<file path="src/logic/axi_config.svh">
`ifndef AXI_CONFIG_SVH
`define AXI_CONFIG_SVH

// Word width shared by the register bus and the stream
`define AXI_DWIDTH 32

// One strobe bit per byte lane
`define AXI_STRB_WIDTH (`AXI_DWIDTH / 8)

// Byte address into the four-register map
`define AXI_AWIDTH 4

// AXI protection field width
`define AXI_PROT_WIDTH 3

// Capture buffer size, kept a power of two
`define BUF_DEPTH_LOG2 4
`define BUF_DEPTH (1 << `BUF_DEPTH_LOG2)

`endif

</file>
<file path="src/logic/axi_pkg.sv">
`default_nettype none

`include "axi_config.svh"

package axi_pkg;

  // Control register, seen as a plain word or as its fields
  typedef union packed {
    logic [`AXI_DWIDTH-1:0] raw;          // Word as written and read back
    struct packed {
      logic [`AXI_DWIDTH-3:0] reserved;   // Stored, no function
      logic                   flush;      // Self-clearing buffer flush
      logic                   stream_enable; // Opens the stream slave
    } f;
  } ctrl_word_u;

  // Register map, byte offsets
  localparam logic [`AXI_AWIDTH-1:0] REG_CTRL    = 'h0;
  localparam logic [`AXI_AWIDTH-1:0] REG_SCRATCH = 'h4;
  localparam logic [`AXI_AWIDTH-1:0] REG_STATUS  = 'h8; // Read only
  localparam logic [`AXI_AWIDTH-1:0] REG_DATA    = 'hC; // Read pops the buffer

  // AXI response codes
  localparam logic [1:0] RESP_OKAY   = 2'b00;
  localparam logic [1:0] RESP_SLVERR = 2'b10;

  // Status word layout
  localparam int STAT_EMPTY_BIT = 0;
  localparam int STAT_FULL_BIT  = 1;
  localparam int STAT_COUNT_LSB = 8;                   // Occupancy field base
  localparam int STAT_COUNT_W   = `BUF_DEPTH_LOG2 + 1; // Holds 0 up to depth

endpackage

`default_nettype wire

</file>
<file path="src/logic/axi_top.sv">
`timescale 1ns/1ps
`default_nettype none

`include "axi_config.svh"

module axi_top (
  input  wire                          aclk,
  input  wire                          rst,
  // AXI-Lite register slave
  input  wire [`AXI_AWIDTH-1:0]        s_axi_lite_awaddr,
  input  wire [`AXI_PROT_WIDTH-1:0]    s_axi_lite_awprot,   // Not decoded
  input  wire                          s_axi_lite_awvalid,
  output wire                          s_axi_lite_awready,
  input  wire [`AXI_DWIDTH-1:0]        s_axi_lite_wdata,
  input  wire [`AXI_STRB_WIDTH-1:0]    s_axi_lite_wstrb,    // Full-word writes only
  input  wire                          s_axi_lite_wvalid,
  output wire                          s_axi_lite_wready,
  output wire [1:0]                    s_axi_lite_bresp,
  output wire                          s_axi_lite_bvalid,
  input  wire                          s_axi_lite_bready,
  input  wire [`AXI_AWIDTH-1:0]        s_axi_lite_araddr,
  input  wire [`AXI_PROT_WIDTH-1:0]    s_axi_lite_arprot,   // Not decoded
  input  wire                          s_axi_lite_arvalid,
  output wire                          s_axi_lite_arready,
  output wire [`AXI_DWIDTH-1:0]        s_axi_lite_rdata,
  output wire [1:0]                    s_axi_lite_rresp,
  output wire                          s_axi_lite_rvalid,
  input  wire                          s_axi_lite_rready,
  // AXI stream slave
  input  wire [`AXI_DWIDTH-1:0]        s_axi_stream_tdata,
  input  wire [`AXI_STRB_WIDTH-1:0]    s_axi_stream_tstrb,  // Buffer keeps tdata only
  input  wire                          s_axi_stream_tlast,  // No packet framing
  input  wire                          s_axi_stream_tvalid,
  output wire                          s_axi_stream_tready
);

  import axi_pkg::*;

  wire ctrl_word_u              ctrl_word;  // Enable for the stream side
  wire [`AXI_DWIDTH-1:0]        scratch;
  wire                          flush;
  wire                          buf_pop;    // DATA read consumed the head
  wire [`AXI_DWIDTH-1:0]        buf_head;
  wire [`BUF_DEPTH_LOG2:0]      buf_count;
  wire                          buf_empty;
  wire                          buf_full;

  lite_write u_lite_write (
    .aclk      (aclk),
    .rst       (rst),
    .awaddr    (s_axi_lite_awaddr),
    .awvalid   (s_axi_lite_awvalid),
    .awready   (s_axi_lite_awready),
    .wdata     (s_axi_lite_wdata),
    .wvalid    (s_axi_lite_wvalid),
    .wready    (s_axi_lite_wready),
    .bvalid    (s_axi_lite_bvalid),
    .bresp     (s_axi_lite_bresp),
    .bready    (s_axi_lite_bready),
    .ctrl_word (ctrl_word),
    .scratch   (scratch),
    .flush     (flush)
  );

  lite_read u_lite_read (
    .aclk      (aclk),
    .rst       (rst),
    .araddr    (s_axi_lite_araddr),
    .arvalid   (s_axi_lite_arvalid),
    .arready   (s_axi_lite_arready),
    .rvalid    (s_axi_lite_rvalid),
    .rdata     (s_axi_lite_rdata),
    .rresp     (s_axi_lite_rresp),
    .rready    (s_axi_lite_rready),
    .ctrl_word (ctrl_word),
    .scratch   (scratch),
    .buf_head  (buf_head),
    .buf_count (buf_count),
    .buf_empty (buf_empty),
    .buf_full  (buf_full),
    .buf_pop   (buf_pop)
  );

  stream_buffer u_stream_buffer (
    .aclk          (aclk),
    .rst           (rst),
    .tdata         (s_axi_stream_tdata),
    .tvalid        (s_axi_stream_tvalid),
    .tready        (s_axi_stream_tready),
    .stream_enable (ctrl_word.f.stream_enable), // Field view of CTRL
    .buf_pop       (buf_pop),
    .flush         (flush),
    .buf_head      (buf_head),
    .buf_count     (buf_count),
    .buf_empty     (buf_empty),
    .buf_full      (buf_full)
  );

endmodule

`default_nettype wire

</file>
<file path="src/logic/lite_read.sv">
`timescale 1ns/1ps
`default_nettype none

`include "axi_config.svh"

module lite_read (
  input  wire                       aclk,
  input  wire                       rst,
  input  wire [`AXI_AWIDTH-1:0]     araddr,
  input  wire                       arvalid,
  output logic                      arready,
  output logic                      rvalid,
  output logic [`AXI_DWIDTH-1:0]    rdata,
  output logic [1:0]                rresp,
  input  wire                       rready,
  input  wire axi_pkg::ctrl_word_u  ctrl_word,
  input  wire [`AXI_DWIDTH-1:0]     scratch,
  input  wire [`AXI_DWIDTH-1:0]     buf_head,
  input  wire [`BUF_DEPTH_LOG2:0]   buf_count,
  input  wire                       buf_empty,
  input  wire                       buf_full,
  output logic                      buf_pop      // Head consumed this cycle
);

  import axi_pkg::*;

  logic                   rd_accept;   // Address taken this cycle
  logic [`AXI_DWIDTH-1:0] status_word;
  logic [`AXI_DWIDTH-1:0] rd_word;     // Selected read data
  logic [1:0]             rd_resp;

  assign rd_accept = arready & arvalid;

  // Status assembly
  always_comb begin
    status_word                                  = '0;
    status_word[STAT_EMPTY_BIT]                  = buf_empty;
    status_word[STAT_FULL_BIT]                   = buf_full;
    status_word[STAT_COUNT_LSB +: STAT_COUNT_W]  = buf_count;
  end

  // Address decode and read mux
  always_comb begin
    rd_word = '0;
    rd_resp = RESP_OKAY;
    case (araddr)
      REG_CTRL:    rd_word = ctrl_word.raw;
      REG_SCRATCH: rd_word = scratch;
      REG_STATUS:  rd_word = status_word;
      REG_DATA: begin
        if (buf_empty) begin
          rd_resp = RESP_SLVERR;   // Nothing to hand out
        end else begin
          rd_word = buf_head;
        end
      end
      default:     rd_resp = RESP_SLVERR; // Unmapped offset
    endcase
  end

  // DATA read pops in the accept cycle and never on empty
  assign buf_pop = rd_accept & (araddr == REG_DATA) & ~buf_empty;

  // Address ready for one cycle while no data waits
  always_ff @(posedge aclk) begin
    if (rst) begin
      arready <= 1'b0;
    end else begin
      arready <= arvalid & ~rvalid & ~arready;
    end
  end

  always_ff @(posedge aclk) begin
    if (rst) begin
      rvalid <= 1'b0;
    end else if (rd_accept) begin
      rvalid <= 1'b1;
    end else if (rready) begin
      rvalid <= 1'b0;
    end
  end

  // Data captured at accept and held through back-pressure
  always_ff @(posedge aclk) begin
    if (rd_accept) begin
      rdata <= rd_word;
      rresp <= rd_resp;
    end
  end

  // A pop always goes with a DATA read that found data
  a_pop_not_empty: assert property (
    @(posedge aclk) disable iff (rst)
    buf_pop |=> rvalid && (rresp == RESP_OKAY)
  ) else $error("pop issued without a data response");

  a_rdata_stable: assert property (
    @(posedge aclk) disable iff (rst)
    rvalid && !rready |=> $stable(rdata)
  ) else $error("rdata changed while stalled");

endmodule

`default_nettype wire

</file>
<file path="src/logic/lite_write.sv">
`timescale 1ns/1ps
`default_nettype none

`include "axi_config.svh"

module lite_write (
  input  wire                       aclk,
  input  wire                       rst,
  input  wire [`AXI_AWIDTH-1:0]     awaddr,
  input  wire                       awvalid,
  output logic                      awready,
  input  wire [`AXI_DWIDTH-1:0]     wdata,
  input  wire                       wvalid,
  output logic                      wready,
  output logic                      bvalid,
  output logic [1:0]                bresp,
  input  wire                       bready,
  output axi_pkg::ctrl_word_u       ctrl_word, // Stored control with flush reading 0
  output logic [`AXI_DWIDTH-1:0]    scratch,
  output logic                      flush      // Pulse after a CTRL write
);

  import axi_pkg::*;

  logic       wr_rdy;      // Shared address and data ready
  logic       wr_accept;   // Address and data taken this cycle
  logic       hit_ctrl;
  logic       hit_scratch;
  ctrl_word_u wdata_u;     // Write data in control layout

  assign wdata_u.raw = wdata;

  assign awready = wr_rdy;
  assign wready  = wr_rdy; // Both channels taken together

  assign wr_accept   = wr_rdy & awvalid & wvalid;
  assign hit_ctrl    = (awaddr == REG_CTRL);
  assign hit_scratch = (awaddr == REG_SCRATCH);

  // Ready for one cycle once both valids are up and no response waits
  always_ff @(posedge aclk) begin
    if (rst) begin
      wr_rdy <= 1'b0;
    end else begin
      wr_rdy <= awvalid & wvalid & ~bvalid & ~wr_rdy;
    end
  end

  // Write response
  always_ff @(posedge aclk) begin
    if (rst) begin
      bvalid <= 1'b0;
    end else if (wr_accept) begin
      bvalid <= 1'b1;
    end else if (bready) begin
      bvalid <= 1'b0;              // Held until the master takes it
    end
  end

  always_ff @(posedge aclk) begin
    if (wr_accept) begin
      bresp <= (hit_ctrl | hit_scratch) ? RESP_OKAY : RESP_SLVERR; // Others read only
    end
  end

  // Register file
  always_ff @(posedge aclk) begin
    if (rst) begin
      ctrl_word <= '0;             // Stream disabled out of reset
      scratch   <= '0;
      flush     <= 1'b0;
    end else begin
      flush <= wr_accept & hit_ctrl & wdata_u.f.flush; // Single-cycle strobe
      if (wr_accept & hit_ctrl) begin
        ctrl_word         <= wdata_u;
        ctrl_word.f.flush <= 1'b0;  // Flush bit never stored
      end
      if (wr_accept & hit_scratch) begin
        scratch <= wdata;
      end
    end
  end

  // No write taken in any cycle where a response is still held
  a_no_accept_in_resp: assert property (
    @(posedge aclk) disable iff (rst)
    bvalid |-> !wready
  ) else $error("wready raised with a response pending");

  // Flush reaches the buffer as a single pulse
  a_flush_pulse: assert property (
    @(posedge aclk) disable iff (rst)
    flush |=> !flush
  ) else $error("flush held for two cycles");

endmodule

`default_nettype wire

</file>
<file path="src/logic/stream_buffer.sv">
`timescale 1ns/1ps
`default_nettype none

`include "axi_config.svh"

module stream_buffer (
  input  wire                       aclk,
  input  wire                       rst,
  input  wire [`AXI_DWIDTH-1:0]     tdata,         // Stream payload
  input  wire                       tvalid,
  output logic                      tready,
  input  wire                       stream_enable, // From the control register
  input  wire                       buf_pop,       // Head consumed by a DATA read
  input  wire                       flush,         // One-cycle clear request
  output logic [`AXI_DWIDTH-1:0]    buf_head,      // Oldest stored word
  output logic [`BUF_DEPTH_LOG2:0]  buf_count,
  output logic                      buf_empty,
  output logic                      buf_full
);

  localparam int unsigned AW    = `BUF_DEPTH_LOG2; // Pointer width
  localparam int unsigned DEPTH = `BUF_DEPTH;

  logic [`AXI_DWIDTH-1:0] mem [DEPTH]; // Word storage
  logic [AW-1:0]          wr_ptr;      // Next free slot
  logic [AW-1:0]          rd_ptr;      // Head slot
  logic [AW:0]            count;       // One extra bit to tell full from empty
  logic                   push;
  logic                   pop;

  // Stream side handshake
  assign tready = stream_enable & ~buf_full;   // Stall source when off or full
  assign push   = tvalid & tready;             // Beat accepted this cycle
  assign pop    = buf_pop & ~buf_empty;        // Never step past the tail

  // Occupancy flags
  assign buf_empty = (count == '0);
  assign buf_full  = (count == (AW + 1)'(DEPTH));
  assign buf_count = count;

  assign buf_head = mem[rd_ptr]; // Head visible without a read cycle

  // Storage write
  always_ff @(posedge aclk) begin
    if (push) begin
      mem[wr_ptr] <= tdata;
    end
  end

  // Pointers and count
  always_ff @(posedge aclk) begin
    if (rst) begin
      wr_ptr <= '0;
      rd_ptr <= '0;
      count  <= '0;
    end else if (flush) begin // Drops the whole content and any push now
      wr_ptr <= '0;
      rd_ptr <= '0;
      count  <= '0;
    end else begin
      if (push) begin
        wr_ptr <= wr_ptr + 1'b1; // Wraps at depth
      end
      if (pop) begin
        rd_ptr <= rd_ptr + 1'b1;
      end
      case ({push, pop})
        2'b10:   count <= count + 1'b1;
        2'b01:   count <= count - 1'b1;
        default: count <= count;   // Idle or push with pop
      endcase
    end
  end

  // Occupancy bound, covering the pop path from the read channel
  a_count_bound: assert property (
    @(posedge aclk) disable iff (rst)
    buf_count <= (AW + 1)'(DEPTH)
  ) else $error("buffer count above depth");

endmodule

`default_nettype wire

</file>
<file path="config.mk">
export PLATFORM = sky130hd
export DESIGN_NAME = axi_top
export DESIGN_NICKNAME = d
export VERILOG_FILES = /design/src/logic/axi_pkg.sv /design/src/logic/axi_top.sv /design/src/logic/lite_read.sv /design/src/logic/lite_write.sv /design/src/logic/stream_buffer.sv
export VERILOG_INCLUDE_DIRS = /design/src /design/src/logic
export SDC_FILE = /design/constraint.sdc
export NUM_CORES = 1
export LEC_CHECK = 0
export ABC_CLOCK_PERIOD_IN_PS = 5050
export BUFFER_PORTS_ARGS = -buffer_cell sky130_fd_sc_hd__buf_4
export CAP_MARGIN = 10
export CELL_PAD_IN_SITES_DETAIL_PLACEMENT = 1
export CELL_PAD_IN_SITES_GLOBAL_PLACEMENT = 1
export CORE_MARGIN = 3
export CORE_UTILIZATION = 30
export DETAILED_ROUTE_END_ITERATION = 6
export MAX_ROUTING_LAYER = met4
export PLACE_DENSITY = 0.5
export SLEW_MARGIN = 20
export SYNTH_ARGS = -nofsm -noshare
export SYNTH_HDL_FRONTEND = slang
export SYNTH_SLANG_ARGS = --single-unit
</file>
<file path="constraint.sdc">
create_clock -name aclk -period 5.05 [get_ports aclk]
set_input_delay 1.01 -clock aclk [delete_from_list [all_inputs] [get_ports aclk]]
set_output_delay 1.01 -clock aclk [all_outputs]
set_load 0.005 [all_outputs]
</file>
==> results of run 1 <==
cells in the mapped netlist (2+ instances only):
| cell | instances |
|---|---|
| or3_1 | 4 |
| nand2b_1 | 5 |
| nand3_1 | 5 |
| dfxtp_1 | 85 |
| buf_2 | 21 |
| buf_1 | 8 |
| clkbuf_1 | 45 |
| o2111ai_1 | 3 |
| nor2_1 | 25 |
| nor3_1 | 12 |
| a31oi_1 | 2 |
| and3_1 | 2 |
| nor3b_1 | 2 |
| o21ai_1 | 14 |
| inv_1 | 8 |
| mux2_2 | 26 |
| a22o_1 | 6 |
| ha_1 | 9 |
| nand2_1 | 138 |
| nand3b_1 | 2 |
| o21ai_0 | 21 |
| mux4_2 | 128 |
| or2_2 | 2 |
| a21oi_1 | 73 |
| buf_4 | 5 |
| nor4_1 | 2 |
| clkbuf_2 | 2 |
| o211a_1 | 2 |
| mux2i_1 | 59 |
| o211ai_1 | 2 |
| edfxtp_1 | 546 |
| o21a_1 | 2 |
| a222oi_1 | 20 |
| xor2_1 | 8 |
| buf_6 | 4 |
registers in the layout, summed over array words and instances, names as in the netlist, named ones only:
name                       count
u_lite_read.arready            1
u_lite_read.rdata             32
u_lite_read.rresp              1
u_lite_read.rvalid             1
u_lite_write.awready           1
u_lite_write.bresp             1
u_lite_write.bvalid            1
u_lite_write.ctrl_word        31
u_lite_write.flush             1
u_lite_write.scratch          32
u_stream_buffer.buf_count      5
u_stream_buffer.mem          512
u_stream_buffer.rd_ptr         4
u_stream_buffer.wr_ptr         4
per-stage QoR:
step | worst slack [ps] | power, mW
final | 1702 | 10.80
after global routing | 1340 | 11.16
after CTS | 1609 | 10.96
after detailed placement | 1529 | 5.939
after global placement | 1497 | 5.931
after floorplan | 1011 | 5.804
worst max-delay path by stage:
| stage | from | endpoint | slack, ps |
|---|---|---|---|
| detailed placement | s_axi_lite_araddr[2] | u_stream_buffer.buf_count[2]$_SDFFE_PP0P_ | 1530 |
| finish | flip-flop | u_lite_read.rdata[1]$_DFFE_PN_ | 1700 |
| global placement | s_axi_lite_araddr[2] | u_stream_buffer.buf_count[2]$_SDFFE_PP0P_ | 1500 |
| global route | flip-flop | u_lite_read.rdata[1]$_DFFE_PN_ | 1340 |
| CTS | flip-flop | u_lite_read.rdata[1]$_DFFE_PN_ | 1610 |
| floorplan | s_axi_stream_tvalid | u_stream_buffer.mem[0][0]$_DFFE_PP_ | 1010 |
per-layer routing:
metal | vias up | share of wire, % | wire length [um] | GRT usage (%)
met1 | 6790 | 45 | 29600 | 21.19
met3 | 72 | 5.6 | 3753 | 3.347
met2 | 303 | 48 | 32110 | 25.72
li1 | 5533 | - | - | -
met4 | 0 | 1.6 | 1041 | 4.037
met5 | - | 0 | 0 | -
power groups by stage:
stage | registers, mW | clock network [mW] | logic (mW)
floorplan | 5.77 | 0 | 0.0307
global placement | 5.77 | 0 | 0.161
detailed placement | 5.77 | 0 | 0.169
CTS | 5.66 | 5.13 | 0.169
global route | 5.66 | 5.32 | 0.182
finish | 5.66 | 4.97 | 0.165
critical path: cells and delay by family, from the launching register on:
kind                   cells  cell delay, ps
muxes                      2             930
AOI/OAI and AO/OA          2             800
DFF                        1             720
buffers and inverters      1             540
cell families after synthesis:
kind of cell             Yosys count  synth area share (%)
AO/OA/AOI/OAI                    153                 3.906
XOR/XNOR                           9                0.3242
adder cells (fa/ha/maj)            9                0.4631
buffers and inverters             93                 1.755
flip-flops                       631                 74.43
multiplexers                     213                 15.49
other                              1               0.01542
AND/OR/NAND/NOR                  206                 3.618
final cells by class:
| class | instances | area [um2] | area share (%) |
|---|---|---|---|
| flip-flops and latches | 631 | 18110 | 62.88 |
| multi-input cells | 592 | 5922 | 20.56 |
| clock buffers | 100 | 2053 | 7.129 |
| well taps | 1050 | 1314 | 4.562 |
| repair buffers | 154 | 1181 | 4.101 |
| clock inverters | 30 | 183.9 | 0.6386 |
| inverters | 8 | 30.03 | 0.1043 |
| diodes | 3 | 7.507 | 0.02607 |
==> results.cfg, run 1 <==
[run_status]
status = completed

[die]
die_area_um2 = 84500
die_h_um = 290.7
core-area_um2 = 79640
start_util_pct = 30.53
die_x_um = 290.7
io_pins = 137
row_count = 103

[synthesis]
postSynthCellCount = 1315
synth_largest_area_cell = edfxtp_1
yosys.area.top_type_share_pct = 67.43
synth_edf_count = 546
async_flop_share_pct = 0
ys_seq_area_share_pct = 74.43
synthTopCellsByArea = edfxtp_1 (67%), mux4_2 (12%), dfxtp_1 (7.0%), mux2i_1 (2.4%), nand2_1 (2.1%)
netlist_area_um2 = 24310
ys_types = 52
ys_ff_latch = 631
avgSynthCellArea_um2 = 18.49
synth_warnings = 0
ys.flop_type = edfxtp_1

[place]
placed_cells = 2435
io_buffers = 119
dp_hpwl_um = 39250
place_congestion = 0.7076
place_area_um2 = 26560

[flow_run]
cap_violations = 0

[power_and_ir_drop]
swShare_pct = 19.96
switchingPower_mw = 2.156
combPwrFrac_pct = 1.5
powerDensity_nw_per_um2 = 375.0
clkPwrFrac_pct = 46.1
irDropWorstVdd_uv = 262.1
power_frac_seq_pct = 52.4
p_int_mw = 8.644
p_leak_nw = 8.966

[worst_hold_path]
hold_path_end = u_lite_write.awready$_SDFF_PP0_
min_from = u_lite_write.bvalid$_SDFFE_PP0P_
hp-class = reg -> reg
min_path_cells = 1

[route]
wirelength_um = 66510
via_count = 12700
ant_nets = 0
routedWlPerCell_um = 25.90
via_per_inst = 4.945
dr.pass1.iters = 5
drt_iter0_drc = 847
drcViolationCount = 0

[sta]
rsz0062_at_grt = false
hold_violations = 0
whs_ps = 459.0
setup_tns_ps = 0
slew_violations = 0
setup_violations = 0
worst_pin_slew_ps = 1188
fmax_ghz = 0.2987
maxSlewHeadroom_pct = 20.19
final.period_utilization_pct = 66.30
fin_skew_ps = 17.90
layout_min_cycle_time_ps = 3348

[cells_and_area]
layout_common_cells = edfxtp_1 (546), buf_4 (152), nand2_1 (138), mux4_2 (128), dfxtp_1 (82)
area_growth_pct = 18.45
finalNetCount = 1564
stdcell_count = 2568
final_util_pct = 36.16
stdcell_area_um2 = 28800
final_common_cell = edfxtp_1
layout-drive-gt1-share_pct = 28.25
n_fill_cell = 7902

[clock_tree]
cts_hold_buf = 0
path_clk_slew_ps = 60
htree_levels = 3
numCtsBuffers = 73
cts_root_buf = clkbuf_16
cts_num_sinks = 631
cts_tree = built
ctsResizeCount = 0
cts_setup_buffers = 0
insertion_delay_ps = 600
clock_path_buffers = 3

[critical_path]
arrival_ps = 3640
reg2reg_to = u_lite_read.rdata[1]$_DFFE_PN_
crit_type = reg -> reg
cp-start-kind = flip-flop
worstPathCellList = buf_4 -> mux4_2 -> mux2_2 -> a2bb2oi_1 -> o21ai_0
max_stage_delay_ps = 720
required_ps = 5340
critPathCaptureType = flip-flop
reg2reg_depth = 5
r2r_slack_ps = 1700
slowest_stage = dfxtp_4
cp_max_fo = 23

[global_route]
grt_max_degree = 71
grt_pass1_wl_um = 96870
antenna_found_initial = 4
grt_pass1_vias = 13870
grt-ovfl-total = 0
grt_util_all_layers_pct = 16.14
Note: power is estimated with default switching activity, not from simulation.
==> inputs of run 2 (changes only) <==
Settings changed: ABC_CLOCK_PERIOD_IN_PS 5050 to 2700, PLACE_DENSITY 0.5 to 0.52.
Clock period 5.05 ns to 2.7 ns, I/O delays scaled along.
==> run 2 against run 1 <==
Against the previous run:
- worst setup slack lost 1600 ps
- count of clock-buffer cells in the layout shrank 5
- die area is the same
- combinational power grew 93%
- register-to-register slack lost 1600 ps
- design area grew 3.0%
- clock power grew 82%
- clock skew grew 9.4 ps
- power grew 85%
- sequential cell count is the same
- hold slack lost 270 ps
- fmax grew 29%
- largest cell class unchanged
- largest power group unchanged
==> results.cfg, run 2 (synthesis results as in run 1) <==
[worst_hold_path]
min_from = s_axi_lite_wdata[7]
hp-class = in -> reg
hold_path_end = u_lite_write.ctrl_word[7]$_SDFFE_PP0P_
min_path_cells = 3

[global_route]
grt_max_degree = 69
grt_pass1_vias = 14110
grt-ovfl-total = 0
grt_pass1_wl_um = 99080
grt_util_all_layers_pct = 16.34
antenna_found_initial = 4

[critical_path]
required_ps = 2990
max_stage_delay_ps = 930
cp-start-kind = flip-flop
reg2reg_depth = 4
cp_max_fo = 19
critPathCaptureType = flip-flop
arrival_ps = 2880
path_buf_inv = 2
slowest_stage = nor2_4
cpMostUsedCell = buf_4
reg2reg_to = u_stream_buffer.mem[15][19]$_DFFE_PP_
worstPathCellList = buf_4 -> nand2_1 -> nor2_4 -> buf_4
regToRegStartpoint = u_stream_buffer.wr_ptr[3]$_SDFFE_PP0P_
crit_type = reg -> reg
r2r_slack_ps = 110
crit_family = simple AND/OR/NAND/NOR gates

[route]
drcViolationCount = 0
dr.pass1.iters = 5
ant_nets = 0
wirelength_um = 67110
drt_iter0_drc = 1050
via_count = 12930
routedWlPerCell_um = 25.49
via_per_inst = 4.911

[sta]
fmax_ghz = 0.3860
hold_violations = 0
worst_pin_slew_ps = 1031
setup_tns_ps = 0
slew_violations = 0
final.period_utilization_pct = 95.94
setup_violations = 0
layout_min_cycle_time_ps = 2591
fin_skew_ps = 27.30
maxSlewHeadroom_pct = 31.13
rsz0062_at_grt = false

[clock_tree]
cts_root_buf = clkbuf_16
numCtsBuffers = 71
cts_num_sinks = 631
path_clk_slew_ps = 60
clock_path_buffers = 3
cts_setup_buffers = 0
cts_tree = built
insertion_delay_ps = 610
htree_levels = 3

[power_and_ir_drop]
p_leak_nw = 9.333
switchingPower_mw = 4.016
p_int_mw = 15.93
power_frac_seq_pct = 53.1
clkPwrFrac_pct = 45.3
combPwrFrac_pct = 1.6
powerDensity_nw_per_um2 = 672.5
swShare_pct = 20.13
irDropWorstVdd_uv = 393.5
power.total_mw = 19.94

[die]
die_area_um2 = 84500
core-area_um2 = 79640
row_count = 103
io_pins = 137
start_util_pct = 30.53
die_x_um = 290.7
die_h_um = 290.7

[cells_and_area]
layout-drive-gt1-share_pct = 31.71
largestRegisters = u_stream_buffer.mem: 512 flops, u_lite_read.rdata: 32 flops, u_lite_write.scratch: 32 flops
n_fill_cell = 7871
finalNetCount = 1635
area_growth_pct = 21.98
largest_register_ffs = 512
regMostFlops = u_stream_buffer.mem
final_common_cell = edfxtp_1
layout_common_cells = edfxtp_1 (546), buf_4 (196), nand2_1 (138), mux4_2 (128), dfxtp_1 (81)

[flow_run]
cap_violations = 0

[place]
dp_hpwl_um = 41500
io_buffers = 119
place_congestion = 0.7219

[run_status]
status = completed
[run 2: per-layer routing]
metal / GRT usage, % / up-vias / routed length [um]
met5: - / - / 0
met4: 4.098 / 0 / 1112
met1: 21.91 / 6903 / 30370
met2: 25.84 / 279 / 32440
met3: 2.965 / 73 / 3183
li1: - / 5676 / -
[run 2: what timing repair did]
action,CTS,global route
gates cloned,1,0
hold buffers,0,0
setup endpoints to repair,8,2
resized for setup,0,2
pin swaps,1,0
[run 2: tightest hold or removal path: stages]
cell and delay [ps]:
buf_4 120, nand2_1 50, a21oi_1 50
[run 2: area by class of cell]
class | count | area [um2] | share of cell area [%]
Clock buffer | 95 | 1909 | 6.437
Clock inverter | 27 | 225.2 | 0.7593
Timing Repair Buffer | 226 | 2083 | 7.024
Multi-Input combinational cell | 593 | 5981 | 20.16
Tap cell | 1050 | 1314 | 4.429
Antenna cell | 3 | 7.507 | 0.02531
Sequential cell | 631 | 18110 | 61.06
Inverter | 8 | 30.03 | 0.1012
[run 2: power groups by stage]
stage / logic [mW] / clock network [mW] / registers, mW
global route: 0.352 / 9.72 / 10.6
finish: 0.319 / 9.04 / 10.6
global placement: 0.310 / 0 / 10.8
floorplan: 0.0580 / 0 / 10.8
detailed placement: 0.326 / 0 / 10.8
CTS: 0.326 / 9.29 / 10.6
[run 2: through the flow]
| stage | hold WS, ps | utilization, % | instances | worst slack [ps] | instance area [um2] |
|---|---|---|---|---|---|
| 6_report | 189.4 | 37.24 | 2633 | 109.5 | 29660 |
| 3_5_place_dp | 450.7 | 34.47 | 2504 | -171.0 | 27450 |
| 5_1_grt | 178.1 | 37.24 | 2633 | 12.78 | 29660 |
| 3_3_place_gp | 429.6 | 34.34 | 2500 | -138.1 | 27350 |
| 2_1_floorplan | 432.0 | - | 1316 | -135.7 | 24420 |
| 4_1_cts | 146.5 | 37.15 | 2627 | 14.97 | 29590 |
[run 2: worst max path at each step]
stage / from / endpoint / slack [ps] / cells after the start
after detailed placement: s_axi_stream_tvalid / u_stream_buffer.mem[12][31]$_DFFE_PP_ / -170 / 6
after global placement: s_axi_stream_tvalid / u_stream_buffer.mem[12][31]$_DFFE_PP_ / -140 / 6
after floorplan: u_stream_buffer.buf_count[2]$_SDFFE_PP0P_ / u_stream_buffer.buf_count[2]$_SDFFE_PP0P_ / -140 / 13
final: u_stream_buffer.wr_ptr[3]$_SDFFE_PP0P_ / u_stream_buffer.mem[15][19]$_DFFE_PP_ / 110 / 4
after CTS: u_stream_buffer.buf_count[3]$_SDFFE_PP0P_ / u_stream_buffer.mem[1][27]$_DFFE_PP_ / 10 / 6
after global routing: u_stream_buffer.buf_count[0]$_SDFFE_PP0P_ / u_stream_buffer.buf_count[2]$_SDFFE_PP0P_ / 10 / 10
